[src/rtl/core_pkg.sv]
package core_pkg;

    localparam int XLEN    = 32;
    localparam int SHAMT_W = $clog2(XLEN);

    typedef logic [XLEN-1:0] word_t;
    typedef logic [4:0]      reg_addr_t;

    // Operation groups sit in the two top bits. Plain ALU codes only need bit 4 clear.
    localparam logic [1:0] BRANCH_PRFX = 2'b10;
    localparam logic [1:0] J_PRFX      = 2'b11;

    typedef enum logic [4:0] {
        ALU_ADD   = 5'b00000,
        ALU_SUB   = 5'b00001,
        ALU_SLL   = 5'b00010,
        ALU_SLT   = 5'b00011,
        ALU_SLTU  = 5'b00100,
        ALU_XOR   = 5'b00101,
        ALU_SRL   = 5'b00110,
        ALU_SRA   = 5'b00111,
        ALU_OR    = 5'b01000,
        ALU_AND   = 5'b01001,
        ALU_LUI   = 5'b01010,
        ALU_AUIPC = 5'b01011,
        ALU_BEQ   = 5'b10000,  // Low bits follow funct3 of the branch.
        ALU_BNE   = 5'b10001,
        ALU_BLT   = 5'b10100,
        ALU_BGE   = 5'b10101,
        ALU_BLTU  = 5'b10110,
        ALU_BGEU  = 5'b10111,
        ALU_JAL   = 5'b11000,
        ALU_JALR  = 5'b11001
    } alu_op_e;

    localparam logic [6:0] OPC_OP     = 7'b0110011;
    localparam logic [6:0] OPC_OP_IMM = 7'b0010011;
    localparam logic [6:0] OPC_LUI    = 7'b0110111;
    localparam logic [6:0] OPC_AUIPC  = 7'b0010111;
    localparam logic [6:0] OPC_JAL    = 7'b1101111;
    localparam logic [6:0] OPC_JALR   = 7'b1100111;
    localparam logic [6:0] OPC_BRANCH = 7'b1100011;

    localparam logic [2:0] F3_ADD_SUB = 3'b000;
    localparam logic [2:0] F3_SLL     = 3'b001;
    localparam logic [2:0] F3_SLT     = 3'b010;
    localparam logic [2:0] F3_SLTU    = 3'b011;
    localparam logic [2:0] F3_XOR     = 3'b100;
    localparam logic [2:0] F3_SRL_SRA = 3'b101;
    localparam logic [2:0] F3_OR      = 3'b110;
    localparam logic [2:0] F3_AND     = 3'b111;
    localparam logic [2:0] F3_JALR    = 3'b000;

    localparam logic [2:0] F3_BEQ  = 3'b000;
    localparam logic [2:0] F3_BNE  = 3'b001;
    localparam logic [2:0] F3_BLT  = 3'b100;
    localparam logic [2:0] F3_BGE  = 3'b101;
    localparam logic [2:0] F3_BLTU = 3'b110;
    localparam logic [2:0] F3_BGEU = 3'b111;

    localparam logic [6:0] F7_BASE = 7'b0000000;
    localparam logic [6:0] F7_ALT  = 7'b0100000;  // SUB and SRA/SRAI.

    typedef struct packed {
        logic [6:0] funct7;
        reg_addr_t  rs2;
        reg_addr_t  rs1;
        logic [2:0] funct3;
        reg_addr_t  rd;
        logic [6:0] opcode;
    } r_fmt_t;

    typedef struct packed {
        logic [11:0] imm_11_0;
        reg_addr_t   rs1;
        logic [2:0]  funct3;
        reg_addr_t   rd;
        logic [6:0]  opcode;
    } i_fmt_t;

    typedef struct packed {
        logic       imm_12;
        logic [5:0] imm_10_5;
        reg_addr_t  rs2;
        reg_addr_t  rs1;
        logic [2:0] funct3;
        logic [3:0] imm_4_1;
        logic       imm_11;
        logic [6:0] opcode;
    } b_fmt_t;

    typedef struct packed {
        logic [19:0] imm_31_12;
        reg_addr_t   rd;
        logic [6:0]  opcode;
    } u_fmt_t;

    typedef struct packed {
        logic       imm_20;
        logic [9:0] imm_10_1;
        logic       imm_11;
        logic [7:0] imm_19_12;
        reg_addr_t  rd;
        logic [6:0] opcode;
    } j_fmt_t;

    // One instruction word, seen through each encoding format.
    typedef union packed {
        r_fmt_t r;
        i_fmt_t i;
        b_fmt_t b;
        u_fmt_t u;
        j_fmt_t j;
    } instr_u;

endpackage

[src/rtl/instr_decoder.sv]
`timescale 1ns/1ps

module instr_decoder
    import core_pkg::*;
(
    input  instr_u    instr_i,
    output alu_op_e   op_o,
    output word_t     imm_o,
    output logic      rs2_is_imm_o,
    output reg_addr_t rd_addr_o,
    output logic      rd_we_o,
    output logic      illegal_o
);

    logic [6:0] opcode;
    logic [2:0] funct3;
    logic [6:0] funct7;
    logic       f7_base;
    logic       f7_alt;
    word_t      imm_i_ext;
    word_t      imm_b_ext;
    word_t      imm_u_ext;
    word_t      imm_j_ext;

    assign opcode  = instr_i.r.opcode;
    assign funct3  = instr_i.r.funct3;
    assign funct7  = instr_i.r.funct7;  // For shift immediates this is imm[11:5].
    assign f7_base = (funct7 == F7_BASE);
    assign f7_alt  = (funct7 == F7_ALT);

    assign imm_i_ext = {{(XLEN-12){instr_i.i.imm_11_0[11]}}, instr_i.i.imm_11_0};
    assign imm_b_ext = {{(XLEN-12){instr_i.b.imm_12}}, instr_i.b.imm_11,
                        instr_i.b.imm_10_5, instr_i.b.imm_4_1, 1'b0};
    assign imm_u_ext = {instr_i.u.imm_31_12, 12'b0};
    assign imm_j_ext = {{(XLEN-20){instr_i.j.imm_20}}, instr_i.j.imm_19_12,
                        instr_i.j.imm_11, instr_i.j.imm_10_1, 1'b0};

    assign rd_addr_o = instr_i.r.rd;

    always_comb begin
        op_o         = ALU_ADD;
        imm_o        = '0;
        rs2_is_imm_o = 1'b0;
        rd_we_o      = 1'b0;
        illegal_o    = 1'b0;
        case (opcode)
            OPC_OP: begin
                rd_we_o = 1'b1;
                case (funct3)
                    F3_ADD_SUB: op_o = f7_alt ? ALU_SUB : ALU_ADD;
                    F3_SLL:     op_o = ALU_SLL;
                    F3_SLT:     op_o = ALU_SLT;
                    F3_SLTU:    op_o = ALU_SLTU;
                    F3_XOR:     op_o = ALU_XOR;
                    F3_SRL_SRA: op_o = f7_alt ? ALU_SRA : ALU_SRL;
                    F3_OR:      op_o = ALU_OR;
                    default:    op_o = ALU_AND;
                endcase
                // Only ADD/SUB and SRL/SRA accept the alternate funct7.
                if (funct3 == F3_ADD_SUB || funct3 == F3_SRL_SRA) begin
                    illegal_o = !(f7_base || f7_alt);
                end else begin
                    illegal_o = !f7_base;
                end
            end
            OPC_OP_IMM: begin
                imm_o        = imm_i_ext;
                rs2_is_imm_o = 1'b1;
                rd_we_o      = 1'b1;
                case (funct3)
                    F3_ADD_SUB: op_o = ALU_ADD;  // There is no SUBI.
                    F3_SLL:     op_o = ALU_SLL;
                    F3_SLT:     op_o = ALU_SLT;
                    F3_SLTU:    op_o = ALU_SLTU;
                    F3_XOR:     op_o = ALU_XOR;
                    F3_SRL_SRA: op_o = f7_alt ? ALU_SRA : ALU_SRL;
                    F3_OR:      op_o = ALU_OR;
                    default:    op_o = ALU_AND;
                endcase
                if (funct3 == F3_SLL) begin
                    illegal_o = !f7_base;
                end else if (funct3 == F3_SRL_SRA) begin
                    illegal_o = !(f7_base || f7_alt);
                end
            end
            OPC_LUI: begin
                op_o    = ALU_LUI;
                imm_o   = imm_u_ext;
                rd_we_o = 1'b1;
            end
            OPC_AUIPC: begin
                op_o    = ALU_AUIPC;
                imm_o   = imm_u_ext;
                rd_we_o = 1'b1;
            end
            OPC_JAL: begin
                op_o    = ALU_JAL;
                imm_o   = imm_j_ext;
                rd_we_o = 1'b1;
            end
            OPC_JALR: begin
                op_o      = ALU_JALR;
                imm_o     = imm_i_ext;
                rd_we_o   = 1'b1;
                illegal_o = (funct3 != F3_JALR);
            end
            OPC_BRANCH: begin
                imm_o = imm_b_ext;
                case (funct3)
                    F3_BEQ:  op_o = ALU_BEQ;
                    F3_BNE:  op_o = ALU_BNE;
                    F3_BLT:  op_o = ALU_BLT;
                    F3_BGE:  op_o = ALU_BGE;
                    F3_BLTU: op_o = ALU_BLTU;
                    F3_BGEU: op_o = ALU_BGEU;
                    default: illegal_o = 1'b1;
                endcase
            end
            default: illegal_o = 1'b1;
        endcase
        if (illegal_o) begin
            rd_we_o = 1'b0;
        end
    end

endmodule

[src/rtl/int_alu.sv]
`timescale 1ns/1ps

module int_alu
    import core_pkg::*;
(
    input  alu_op_e op_i,
    input  word_t   pc_i,
    input  word_t   rs1_i,
    input  word_t   rs2_i,
    input  word_t   imm_i,
    input  logic    rs2_is_imm_i,
    output word_t   result_o
);

    word_t              op_b;
    logic [SHAMT_W-1:0] shamt;
    logic               lt_signed;
    logic               lt_unsigned;

    assign op_b        = rs2_is_imm_i ? imm_i : rs2_i;
    assign shamt       = op_b[SHAMT_W-1:0];  // Upper bits of the shift amount are ignored.
    assign lt_signed   = $signed(rs1_i) < $signed(op_b);
    assign lt_unsigned = rs1_i < op_b;

    always_comb begin
        case (op_i)
            ALU_ADD:   result_o = rs1_i + op_b;
            ALU_SUB:   result_o = rs1_i - op_b;
            ALU_SLL:   result_o = rs1_i << shamt;
            ALU_SLT:   result_o = {{(XLEN-1){1'b0}}, lt_signed};
            ALU_SLTU:  result_o = {{(XLEN-1){1'b0}}, lt_unsigned};
            ALU_XOR:   result_o = rs1_i ^ op_b;
            ALU_SRL:   result_o = rs1_i >> shamt;
            ALU_SRA:   result_o = word_t'($signed(rs1_i) >>> shamt);
            ALU_OR:    result_o = rs1_i | op_b;
            ALU_AND:   result_o = rs1_i & op_b;
            ALU_LUI:   result_o = imm_i;
            ALU_AUIPC: result_o = pc_i + imm_i;
            // Branches and jumps are resolved in the branch unit.
            default:   result_o = '0;
        endcase
    end

endmodule

[src/rtl/branch_unit.sv]
`timescale 1ns/1ps

module branch_unit
    import core_pkg::*;
(
    input  alu_op_e op_i,
    input  word_t   pc_i,
    input  word_t   rs1_i,
    input  word_t   rs2_i,
    input  word_t   imm_i,
    output logic    taken_o,
    output word_t   target_o,
    output word_t   link_o
);

    word_t pc_rel;
    word_t reg_rel;

    assign pc_rel  = pc_i + imm_i;
    assign reg_rel = rs1_i + imm_i;

    always_comb begin
        taken_o  = 1'b0;
        target_o = '0;
        link_o   = '0;
        if (op_i[4:3] == BRANCH_PRFX) begin
            target_o = pc_rel;
            case (op_i)
                ALU_BEQ:  taken_o = (rs1_i == rs2_i);
                ALU_BNE:  taken_o = (rs1_i != rs2_i);
                ALU_BLT:  taken_o = $signed(rs1_i) < $signed(rs2_i);
                ALU_BGE:  taken_o = $signed(rs1_i) >= $signed(rs2_i);
                ALU_BLTU: taken_o = rs1_i < rs2_i;
                ALU_BGEU: taken_o = rs1_i >= rs2_i;
                default:  taken_o = 1'b0;
            endcase
        end else if (op_i[4:3] == J_PRFX) begin
            taken_o = 1'b1;  // Jumps never fall through.
            link_o  = pc_i + 32'd4;
            if (op_i == ALU_JALR) begin
                target_o = {reg_rel[XLEN-1:1], 1'b0};
            end else begin
                target_o = pc_rel;
            end
        end
    end

    // The decoder always builds an even J immediate, so this holds while the pc is aligned.
    always_comb begin
        if (taken_o && op_i == ALU_JAL) begin
            assert final (target_o[0] == 1'b0)
            else $error("JAL target %h has bit 0 set", target_o);
        end
    end

endmodule

[src/rtl/ex_result_stage.sv]
`timescale 1ns/1ps

module ex_result_stage
    import core_pkg::*;
(
    input  logic      clk_i,
    input  logic      rst_n_i,
    input  logic      in_valid_i,
    input  logic      out_ready_i,
    input  alu_op_e   op_i,
    input  reg_addr_t rd_addr_i,
    input  logic      rd_we_i,
    input  logic      illegal_i,
    input  logic      taken_i,
    input  word_t     alu_result_i,
    input  word_t     link_i,
    input  word_t     target_i,
    output logic      in_ready_o,
    output logic      out_valid_o,
    output reg_addr_t out_rd_addr_o,
    output logic      out_rd_we_o,
    output word_t     out_rd_data_o,
    output logic      out_flush_o,
    output word_t     out_target_o,
    output logic      out_illegal_o
);

    logic  is_branch;
    logic  is_jump;
    logic  wb_we;
    logic  flush;
    word_t wb_data;
    logic  accept;

    assign is_branch = (op_i[4:3] == BRANCH_PRFX);
    assign is_jump   = (op_i[4:3] == J_PRFX);

    assign wb_data = is_jump ? link_i : alu_result_i;
    assign wb_we   = rd_we_i && !illegal_i && !is_branch && (rd_addr_i != '0);
    assign flush   = taken_i && (is_branch || is_jump) && !illegal_i;

    // The register may refill in the same cycle it drains.
    assign in_ready_o = !out_valid_o || out_ready_i;
    assign accept     = in_valid_i && in_ready_o;

    always_ff @(posedge clk_i or negedge rst_n_i) begin
        if (!rst_n_i) begin
            out_valid_o <= 1'b0;
        end else if (in_ready_o) begin
            out_valid_o <= in_valid_i;
        end
    end

    always_ff @(posedge clk_i) begin
        if (accept) begin
            out_rd_addr_o <= rd_addr_i;
            out_rd_we_o   <= wb_we;
            out_rd_data_o <= wb_data;
            out_flush_o   <= flush;
            out_target_o  <= target_i;
            out_illegal_o <= illegal_i;
        end
    end

    // A stalled beat must not change until the consumer takes it.
    assert property (@(posedge clk_i) disable iff (!rst_n_i)
        out_valid_o && !out_ready_i |=> out_valid_o && $stable({out_rd_addr_o, out_rd_we_o,
            out_rd_data_o, out_flush_o, out_target_o, out_illegal_o}))
    else $error("Output beat changed while stalled");

    assert property (@(posedge clk_i) $rose(rst_n_i) |-> !out_valid_o)
    else $error("out_valid_o high right after reset");

endmodule

[src/rtl/ex_top.sv]
`timescale 1ns/1ps

module ex_top
    import core_pkg::*;
(
    input  logic      clk_i,
    input  logic      rst_n_i,
    input  logic      in_valid_i,
    output logic      in_ready_o,
    input  instr_u    in_instr_i,
    input  word_t     in_pc_i,
    input  word_t     in_rs1_data_i,
    input  word_t     in_rs2_data_i,
    output logic      out_valid_o,
    input  logic      out_ready_i,
    output reg_addr_t out_rd_addr_o,
    output logic      out_rd_we_o,
    output word_t     out_rd_data_o,
    output logic      out_flush_o,
    output word_t     out_target_o,
    output logic      out_illegal_o
);

    alu_op_e   op;
    word_t     imm;
    logic      rs2_is_imm;
    reg_addr_t rd_addr;
    logic      rd_we;
    logic      illegal;
    word_t     alu_result;
    logic      taken;
    word_t     target;
    word_t     link;

    instr_decoder i_decoder (
        .instr_i      (in_instr_i),
        .op_o         (op),
        .imm_o        (imm),
        .rs2_is_imm_o (rs2_is_imm),
        .rd_addr_o    (rd_addr),
        .rd_we_o      (rd_we),
        .illegal_o    (illegal)
    );

    // ALU and branch unit see the same decoded beat.
    int_alu i_alu (
        .op_i         (op),
        .pc_i         (in_pc_i),
        .rs1_i        (in_rs1_data_i),
        .rs2_i        (in_rs2_data_i),
        .imm_i        (imm),
        .rs2_is_imm_i (rs2_is_imm),
        .result_o     (alu_result)
    );

    branch_unit i_branch (
        .op_i     (op),
        .pc_i     (in_pc_i),
        .rs1_i    (in_rs1_data_i),
        .rs2_i    (in_rs2_data_i),
        .imm_i    (imm),
        .taken_o  (taken),
        .target_o (target),
        .link_o   (link)
    );

    ex_result_stage i_result (
        .clk_i         (clk_i),
        .rst_n_i       (rst_n_i),
        .in_valid_i    (in_valid_i),
        .out_ready_i   (out_ready_i),
        .op_i          (op),
        .rd_addr_i     (rd_addr),
        .rd_we_i       (rd_we),
        .illegal_i     (illegal),
        .taken_i       (taken),
        .alu_result_i  (alu_result),
        .link_i        (link),
        .target_i      (target),
        .in_ready_o    (in_ready_o),
        .out_valid_o   (out_valid_o),
        .out_rd_addr_o (out_rd_addr_o),
        .out_rd_we_o   (out_rd_we_o),
        .out_rd_data_o (out_rd_data_o),
        .out_flush_o   (out_flush_o),
        .out_target_o  (out_target_o),
        .out_illegal_o (out_illegal_o)
    );

endmodule

[config.mk]
export PLATFORM = sky130hd
export DESIGN_NAME = ex_top
export DESIGN_NICKNAME = d
export VERILOG_FILES = /design/src/rtl/core_pkg.sv /design/src/rtl/instr_decoder.sv /design/src/rtl/int_alu.sv /design/src/rtl/branch_unit.sv /design/src/rtl/ex_result_stage.sv /design/src/rtl/ex_top.sv
export SDC_FILE = /design/constraint.sdc
export NUM_CORES = 1
export LEC_CHECK = 0
export ABC_AREA = 1
export BUFFER_PORTS_ARGS = -buffer_cell sky130_fd_sc_hd__buf_2
export CAP_MARGIN = 20
export CORE_UTILIZATION = 40
export CTS_BUF_LIST = sky130_fd_sc_hd__clkbuf_8
export DETAILED_ROUTE_END_ITERATION = 10
export PLACE_DENSITY = 0.66
export SETUP_SLACK_MARGIN = 0.05
export SYNTH_ARGS = -nofsm -noshare
export SYNTH_HDL_FRONTEND = slang
export SYNTH_SLANG_ARGS = --single-unit
[constraint.sdc]
create_clock -name clk_i -period 10.1 [get_ports clk_i]
set_input_delay 1.515 -clock clk_i [delete_from_list [all_inputs] [get_ports clk_i]]
set_output_delay 1.515 -clock clk_i [all_outputs]
set_load 0.02 [all_outputs]
==> flow_summary.ini, run 1 <==
[global_route]
global_route_wire_length_before_repair_mm = 149.1
grt_antenna_before_repair = 7
global_route.usage.total_pct = 41.11
grt_start_max_net_pins = 78
grt_pass1_vias = 22470
grt_overflow = 0

[hold_path]
worst_hold_path.num_cells = 2
worst_hold_path.endpoint = i_result.out_valid_o
min-delay-path-class = flip-flop to flip-flop
worst_hold_startpoint = i_result.out_valid_o

[logic_synthesis]
post_synth.cell_area_avg_um2 = 5.517
synth.yosys.warnings = 0
postSynthRegisterBits = 73
netlist_area_mm2 = 0.01938
netlist-cell-type-count = 62
asyncSetResetFlopFracSynth_pct = 1.370
syn-num-nets = 3835
synth_ff_type = edfxtp_1
synth_enable_flop_cells = 72
netlist_instances = 3513
ys_seq_area_share_pct = 11.28

[sta]
tightest_slew_ns = 1.299
period_share_pct = 64.67
drv_slew = 0
fin_crit_ns = 6.532
timing.setup.tns_ns = 0
report.final.hold_viol_count = 0
grt_setup_unrepaired = no
fmaxAchievable_mhz = 153.1
fin_worst_skew_ns = 0.04244
setup-violations-final = 0
slew-limit-headroom_pct = 12.49

[cts]
tritoncts.num_buffers = 9
clk_pin_slew_ns = 0.10
post-cts-setup-buffers = 0
htree_num_levels = 3
clock_latency_ns = 0.46
cts_resized = 0
clock-root-buffer = clkbuf_8
cts_hold_buf = 0
clockBufferDepth = 2
cts_num_sinks = 73
cts_tree = built

[floorplanning]
design.core.area_mm2 = 0.04775
die_width_um = 222.1
chip_height_um = 222.1
fp-row-count = 80
num_ports = 206
design.die.area_mm2 = 0.04934
start_util_pct = 40.59

[final_layout]
fin_nets = 3964
layout-area-overhead-vs-synth_pct = 8.934
drive_gt1_share_pct = 9.652
filler_cell_count = 5477
final_cell_count_without_fillers = 4266
stdcell_area_mm2 = 0.02111

[power_and_ir_drop]
power.switching_fraction_pct = 51.20
clock_power_share_pct = 20.3
p_switching_uw = 816.8
internal_power_uw = 778.4
power_frac_seq_pct = 23.8
worst_ir_drop_vdd_mv = 0.06081
pwr_density_cell_mw_per_mm2 = 75.55
leakage_component_of_the_power_nw = 11.18
combinationalPowerShare_pct = 55.9

[critical_path]
setup.worst_path.start_class = primary input
r2r_end = i_result.out_rd_data_o[24]
critical_path_peak_fanout = 77
criticalPathCategory = primary input to flip-flop
worst-r2r-setup-slack_ns = 7.77
worst_ep_required_time_ns = 10.29
r2r_start = i_result.out_valid_o
rr_worst_depth = 2
timing.critical_path.to_type = flip-flop
arrival_time_of_data_at_the_critical_path_endpoint_ns = 6.72

[place]
place_area_mm2 = 0.02084
routability_cong = 1.065
dpl.cell_count = 4243
dp_hpwl_mm = 87.22
port_buffers = 205

[detailed_routing]
drc_violation_count_after_routing = 0
wl_mm = 104.4
vias = 25350
ant_nets = 0
wire_per_inst_um = 24.46
detailedRoute.firstIterationViolations = 3595
drt_pre_antenna_iters = 8
vias_per_cell = 5.942

[flow_run]
cap_viol_max_count = 0

[outcome]
run_status = finished clean
## critical path: stages
cell and delay (ns):
buf_2 0.10, inv_1 0.07, nand2_1 0.08, nor2_4 0.16, nand2_2 0.28, inv_2 0.66
o211ai_1 0.21, nand2_2 0.11, buf_4 0.60, inv_2 0.04, buf_4 0.33, ha_1 0.51
a21oi_1 0.11, nand2_1 0.14, inv_1 0.05, o21ai_0 0.64, nand2_1 0.10, nand2_1 0.18
nand4_1 0.17, a21oi_1 0.16, nor2_1 0.06, nor3_1 0.20, nand2_1 0.07, inv_1 0.05
nand3_1 0.05
## per-layer routing
layer,global-route usage [%],share of wire (%),vias to the layer above
met3,8.720,11,292
met5,0,0.034,-
li1,-,-,11890
met1,54.43,41,11490
met4,24.10,6.6,6
met2,61.21,41,1671
## placed cells by master (no fill, tap or decap), drive strengths merged, types with 12 or more instances in the layout
master and count:
nand2 1016, inv 500, nand3 400, nor2 354
o21ai 301, buf 226, a21oi 222, ha 188
edfxtp 72, nand4 68, nor3 44, o211ai 39
or2 25, o21a 19, xor2 18, a31oi 17
o21bai 13, o22ai 13, clkbuf 12, a21boi 12
## cells in the mapped netlist, types with 20 or more instances
library cell / number / share of area, %
ha_1: 188 / 12
o211ai_1: 35 / 1.4
edfxtp_1: 72 / 11
inv_1: 480 / 9.3
nor2_1: 338 / 6.5
a21oi_1: 221 / 5.7
or2_2: 21 / 0.68
buf_2: 37 / 0.96
o21ai_1: 39 / 1.0
nand4_1: 68 / 2.2
o21ai_0: 256 / 6.6
clkbuf_1: 53 / 1.0
nand2_1: 991 / 19
nand2_2: 23 / 0.74
nand3_1: 392 / 10
inv_2: 20 / 0.39
nor3_1: 43 / 1.1
## worst max path at each step
stage,start,endpoint,slack (ns),cells after the start
6_report,in_instr_i[3],i_result.out_rd_data_o[31],3.57,25
5_1_grt,in_instr_i[2],i_result.out_rd_data_o[31],3.21,25
4_1_cts,in_instr_i[3],i_result.out_rd_data_o[31],3.71,25
3_5_place_dp,in_instr_i[3],i_result.out_rd_data_o[31],3.26,25
3_3_place_gp,in_instr_i[3],i_result.out_rd_data_o[31],3.32,25
2_1_floorplan,in_valid_i,i_result.out_flush_o,4.53,2
## final cells by class
cell class                      count  area, um2  area share [%]
Multi-Input combinational cell   2827      14800           70.10
Sequential cell                    73       2187           10.36
Inverter                          502       1884           8.924
Timing Repair Buffer              229       1219           5.772
Tap cell                          615      769.5           3.644
Clock buffer                        9      123.9          0.5867
Clock inverter                      7      118.9          0.5630
Antenna cell                        4      10.01         0.04741
## sequential cells by signal, summed over array words and instances, names as in the netlist
name                    cells
i_result.out_valid_o        1
i_result.out_rd_we_o        1
i_result.out_rd_addr_o      5
i_result.out_illegal_o      1
i_result.out_flush_o        1
i_result.out_rd_data_o     32
i_result.out_target_o      32
## cells by family (layout without fill, tap and decap cells)
logic type      Yosys count  in the layout  share of synthesized area (%)
buf+inv                 613            747                          12.46
compound gates          679            679                          19.86
xor+xnor                 27             27                          1.220
flops                    73             73                          11.28
simple gates           1931           1931                          42.83
fa+ha+maj               190            190                          12.34
other cells               0              4                              0
## power groups by stage
stage | registers, mW | logic, mW | clock network [mW]
after floorplan | 0.406 | 0.522 | 0
after global placement | 0.386 | 0.855 | 0
after detailed placement | 0.386 | 0.854 | 0
after CTS | 0.380 | 0.857 | 0.321
after global routing | 0.380 | 0.962 | 0.329
final | 0.380 | 0.891 | 0.324
## metrics by stage
stage / util, % / setup WS (ns) / hold WS, ns / power, mW
2_1_floorplan: - / 4.528 / 0.7682 / 0.9284
3_3_place_gp: 43.60 / 3.323 / 0.5636 / 1.242
3_5_place_dp: 43.65 / 3.261 / 0.5689 / 1.240
4_1_cts: 44.15 / 3.710 / 0.5892 / 1.558
5_1_grt: 44.20 / 3.206 / 0.6287 / 1.672
6_report: 44.22 / 3.568 / 0.5837 / 1.595
(Power assumes the default switching activity.)
==> run 2: changes to the inputs <==
--- a/config.mk
+++ b/config.mk
@@ -5,7 +5,7 @@
 export SDC_FILE = /design/constraint.sdc
 export NUM_CORES = 1
 export LEC_CHECK = 0
-export ABC_AREA = 1
+export ABC_AREA = 0
 export BUFFER_PORTS_ARGS = -buffer_cell sky130_fd_sc_hd__buf_2
 export CAP_MARGIN = 20
 export CORE_UTILIZATION = 40
==> constraint.sdc (replaced) <==
create_clock -name clk_i -period 6.37 [get_ports clk_i]
set_input_delay 0.9555 -clock clk_i [delete_from_list [all_inputs] [get_ports clk_i]]
set_output_delay 0.9555 -clock clk_i [all_outputs]
set_load 0.02 [all_outputs]
==> run 2 against run 1 <==
- clock-buffer cell count did not move
- clock power rose by 29%
- critical path depth fell by 4
- register-to-register slack got worse by 3.3 ns
- wire length fell by 1.8%
- synthesized area fell by 4.5%
- die area fell by 4.5%
- sequential cell count did not move
- sequential power rose by 55%
- largest power group unchanged
- first-iteration DRC count fell by 20%
==> flow_summary.ini, run 2 <==
[flow_run]
cap_viol_max_count = 0

[logic_synthesis]
synth.yosys.warnings = 0
netlist_instances = 2542
syn-num-nets = 2864
netlist_area_mm2 = 0.01850
ys_seq_area_share_pct = 11.82
postSynthRegisterBits = 73
synth_top_area_cell = ha_1
netlist-cell-type-count = 113
synth_most_common_cell = nand2_1
synth_enable_flop_cells = 72
post-synth-top-area-fraction_pct = 12.71
synthTopCellsByArea = ha_1, edfxtp_1, a21oi_1
post_synth.cell_area_avg_um2 = 7.278
synth_ff_type = edfxtp_1
asyncSetResetFlopFracSynth_pct = 1.370
commonest_cells_post_synth = nand2_1, nor2_1, a21oi_1

[outcome]
run_status = finished clean

[critical_path]
critical_path.slowest_cell = o31ai_1
critical_path_peak_fanout = 19
worst-r2r-setup-slack_ns = 4.46
cpMostUsedCell = a21oi_1
r2r_end = i_result.out_rd_data_o[10]
arrival_time_of_data_at_the_critical_path_endpoint_ns = 6.03
criticalPathCategory = primary input to flip-flop
rr_worst_depth = 3
worstPathCellList = buf_2 -> or3b_1 -> a21oi_1 -> nor2_1 -> nor2_1 -> a21oi_1 -> nand2_1 -> buf_4 -> a21boi_0 -> inv_1 -> ha_1 -> clkinv_1 -> buf_4 -> nand4_1 -> o31a_1 -> o31ai_4 -> a21oi_1 -> o31ai_1 -> nor3_1 -> nor4_1 -> o311ai_1
slowest_delay_ns = 0.66
worst_ep_required_time_ns = 6.52
setup.worst_path.start = in_instr_i[6]
r2r_start = i_result.out_valid_o
setup.worst_path.start_class = primary input
timing.critical_path.to_type = flip-flop

[cts]
clk_pin_slew_ns = 0.10
cts_resized = 0
cts_hold_buf = 0
clock-root-buffer = clkbuf_8
htree_num_levels = 3
cts_num_sinks = 73
post-cts-setup-buffers = 0
clock_latency_ns = 0.42
tritoncts.num_buffers = 9
cts_tree = built
clockBufferDepth = 2

[sta]
setup-violations-final = 0
period_share_pct = 92.34
timing.setup.tns_ns = 0
slew-limit-headroom_pct = 23.44
tightest_slew_ns = 1.146
fin_worst_skew_ns = 0.02472
grt_setup_unrepaired = no
fmaxAchievable_mhz = 170.0
fin_crit_ns = 5.882
final.setup.worst_slack_ns = 0.4881
report.final.hold_viol_count = 0
drv_slew = 0

[floorplanning]
chip_height_um = 217.1
fp-row-count = 78
die_width_um = 217.1
design.core.area_mm2 = 0.04548
num_ports = 206
design.die.area_mm2 = 0.04712
start_util_pct = 40.68

[power_and_ir_drop]
p_switching_mw = 1.312
power.switching_fraction_pct = 50.62
worst_ir_drop_vdd_mv = 0.1062
pwr_density_cell_mw_per_mm2 = 125.2
internal_power_mw = 1.280
clock_power_share_pct = 16.1
power_frac_seq_pct = 22.7
combinationalPowerShare_pct = 61.2
leakage_component_of_the_power_nw = 9.222

[place]
dp_hpwl_mm = 82.17
dpl.cell_count = 3290
preCtsSetupSlack_ns = 0.2334
routability_cong = 1.065
port_buffers = 205

[global_route]
global_route.usage.total_pct = 42.48
met2_usage_pct = 61.27
global_route_wire_length_before_repair_mm = 145.5
grt_start_max_net_pins = 73
use_met1_pct = 60.50
grt_antenna_before_repair = 3
grt_overflow = 0
grt.met3_usage_pct = 10.31
top_usage_layer = met2
grt_pass1_vias = 20710

[detailed_routing]
drc_violation_count_after_routing = 0
wl_mm = 102.5
vias = 22240
vias_per_cell = 6.724
wire_per_inst_um = 30.99
detailedRoute.firstIterationViolations = 2868
ant_nets = 0
drt_pre_antenna_iters = 6

[final_layout]
filler_cell_count = 4758
final_cell_mix = nand2_1, nor2_1, a21oi_1
fin_util_pct = 45.52
final_cell_count_without_fillers = 3307
drive_gt1_share_pct = 15.74
fin_nets = 3023
layout.cells.most_common = nand2_1
registers_with_the_highest_flip_flop_counts = i_result.out_rd_data_o x32, i_result.out_target_o x32, i_result.out_rd_addr_o x5
layout-area-overhead-vs-synth_pct = 11.90

[hold_path]
min-delay-path-class = primary input to asynchronous set/reset pin
-- run 2: worst max-delay path by stage --
stage | slack [ns] | depth (start not counted) | end
final | 0.49 | 21 | i_result.out_rd_data_o[27]
after global routing | 0.28 | 21 | i_result.out_rd_data_o[27]
after CTS | 0.66 | 21 | i_result.out_rd_data_o[27]
after detailed placement | 0.23 | 21 | i_result.out_rd_data_o[27]
after global placement | 0.47 | 21 | i_result.out_rd_data_o[27]
after floorplan | 0.41 | 21 | i_result.out_rd_data_o[31]
-- run 2: cell type report --
class                   count  area [um2]  share of cell area (%)
multi-input cells        2135       15040                   72.64
flip-flops and latches     73        2187                   10.56
repair buffers            322        1929                   9.319
well taps                 600       750.7                   3.626
inverters                 160       600.6                   2.901
clock buffers               9       123.9                  0.5983
clock inverters             7       71.32                  0.3445
diodes                      1       2.502                 0.01209
-- run 2: layer usage --
layer	vias to the layer above	routed length, um
met5	-	12
met4	2	3839
met3	164	12870
met2	1449	42030
met1	10810	43730
li1	9811	-
-- run 2: per-stage QoR --
| step | power (mW) | hold WS (ns) | instance area, um2 |
|---|---|---|---|
| floorplan | 1.493 | 0.6599 | 18500 |
| global placement | 2.109 | 0.5506 | 20510 |
| detailed placement | 2.110 | 0.5472 | 20510 |
| CTS | 2.524 | 0.2940 | 20700 |
| global route | 2.679 | 0.2966 | 20700 |
| finish | 2.592 | 0.3066 | 20700 |
-- run 2: kinds of logic (layout without fill, tap and decap cells) --
logic type,after synthesis,count (layout),share of synthesized area [%]
AOI/OAI and AO/OA,921,921,33.85
xor gates and xnor gates,130,130,6.154
adders and majority gates,197,197,13.33
buffers and inverters,334,498,7.209
DFF,73,73,11.82
muxes,102,102,7.520
other,0,1,0
and+or+nand+nor,785,785,20.12
-- run 2: worst max-delay path: cells and delay by family --
family / cells / cell delay (ns)
buffers and inverters: 5 / 0.83
AOI/OAI and AO/OA: 8 / 2.45
and+or+nand+nor: 7 / 1.38
adders and majority gates: 1 / 0.40
-- run 2: power by group through the flow --
stage | registers [mW] | logic (mW) | clock network, mW
finish | 0.589 | 1.58 | 0.418
floorplan | 0.642 | 0.852 | 0
global route | 0.591 | 1.66 | 0.429
detailed placement | 0.599 | 1.51 | 0
CTS | 0.589 | 1.52 | 0.417
global placement | 0.599 | 1.51 | 0
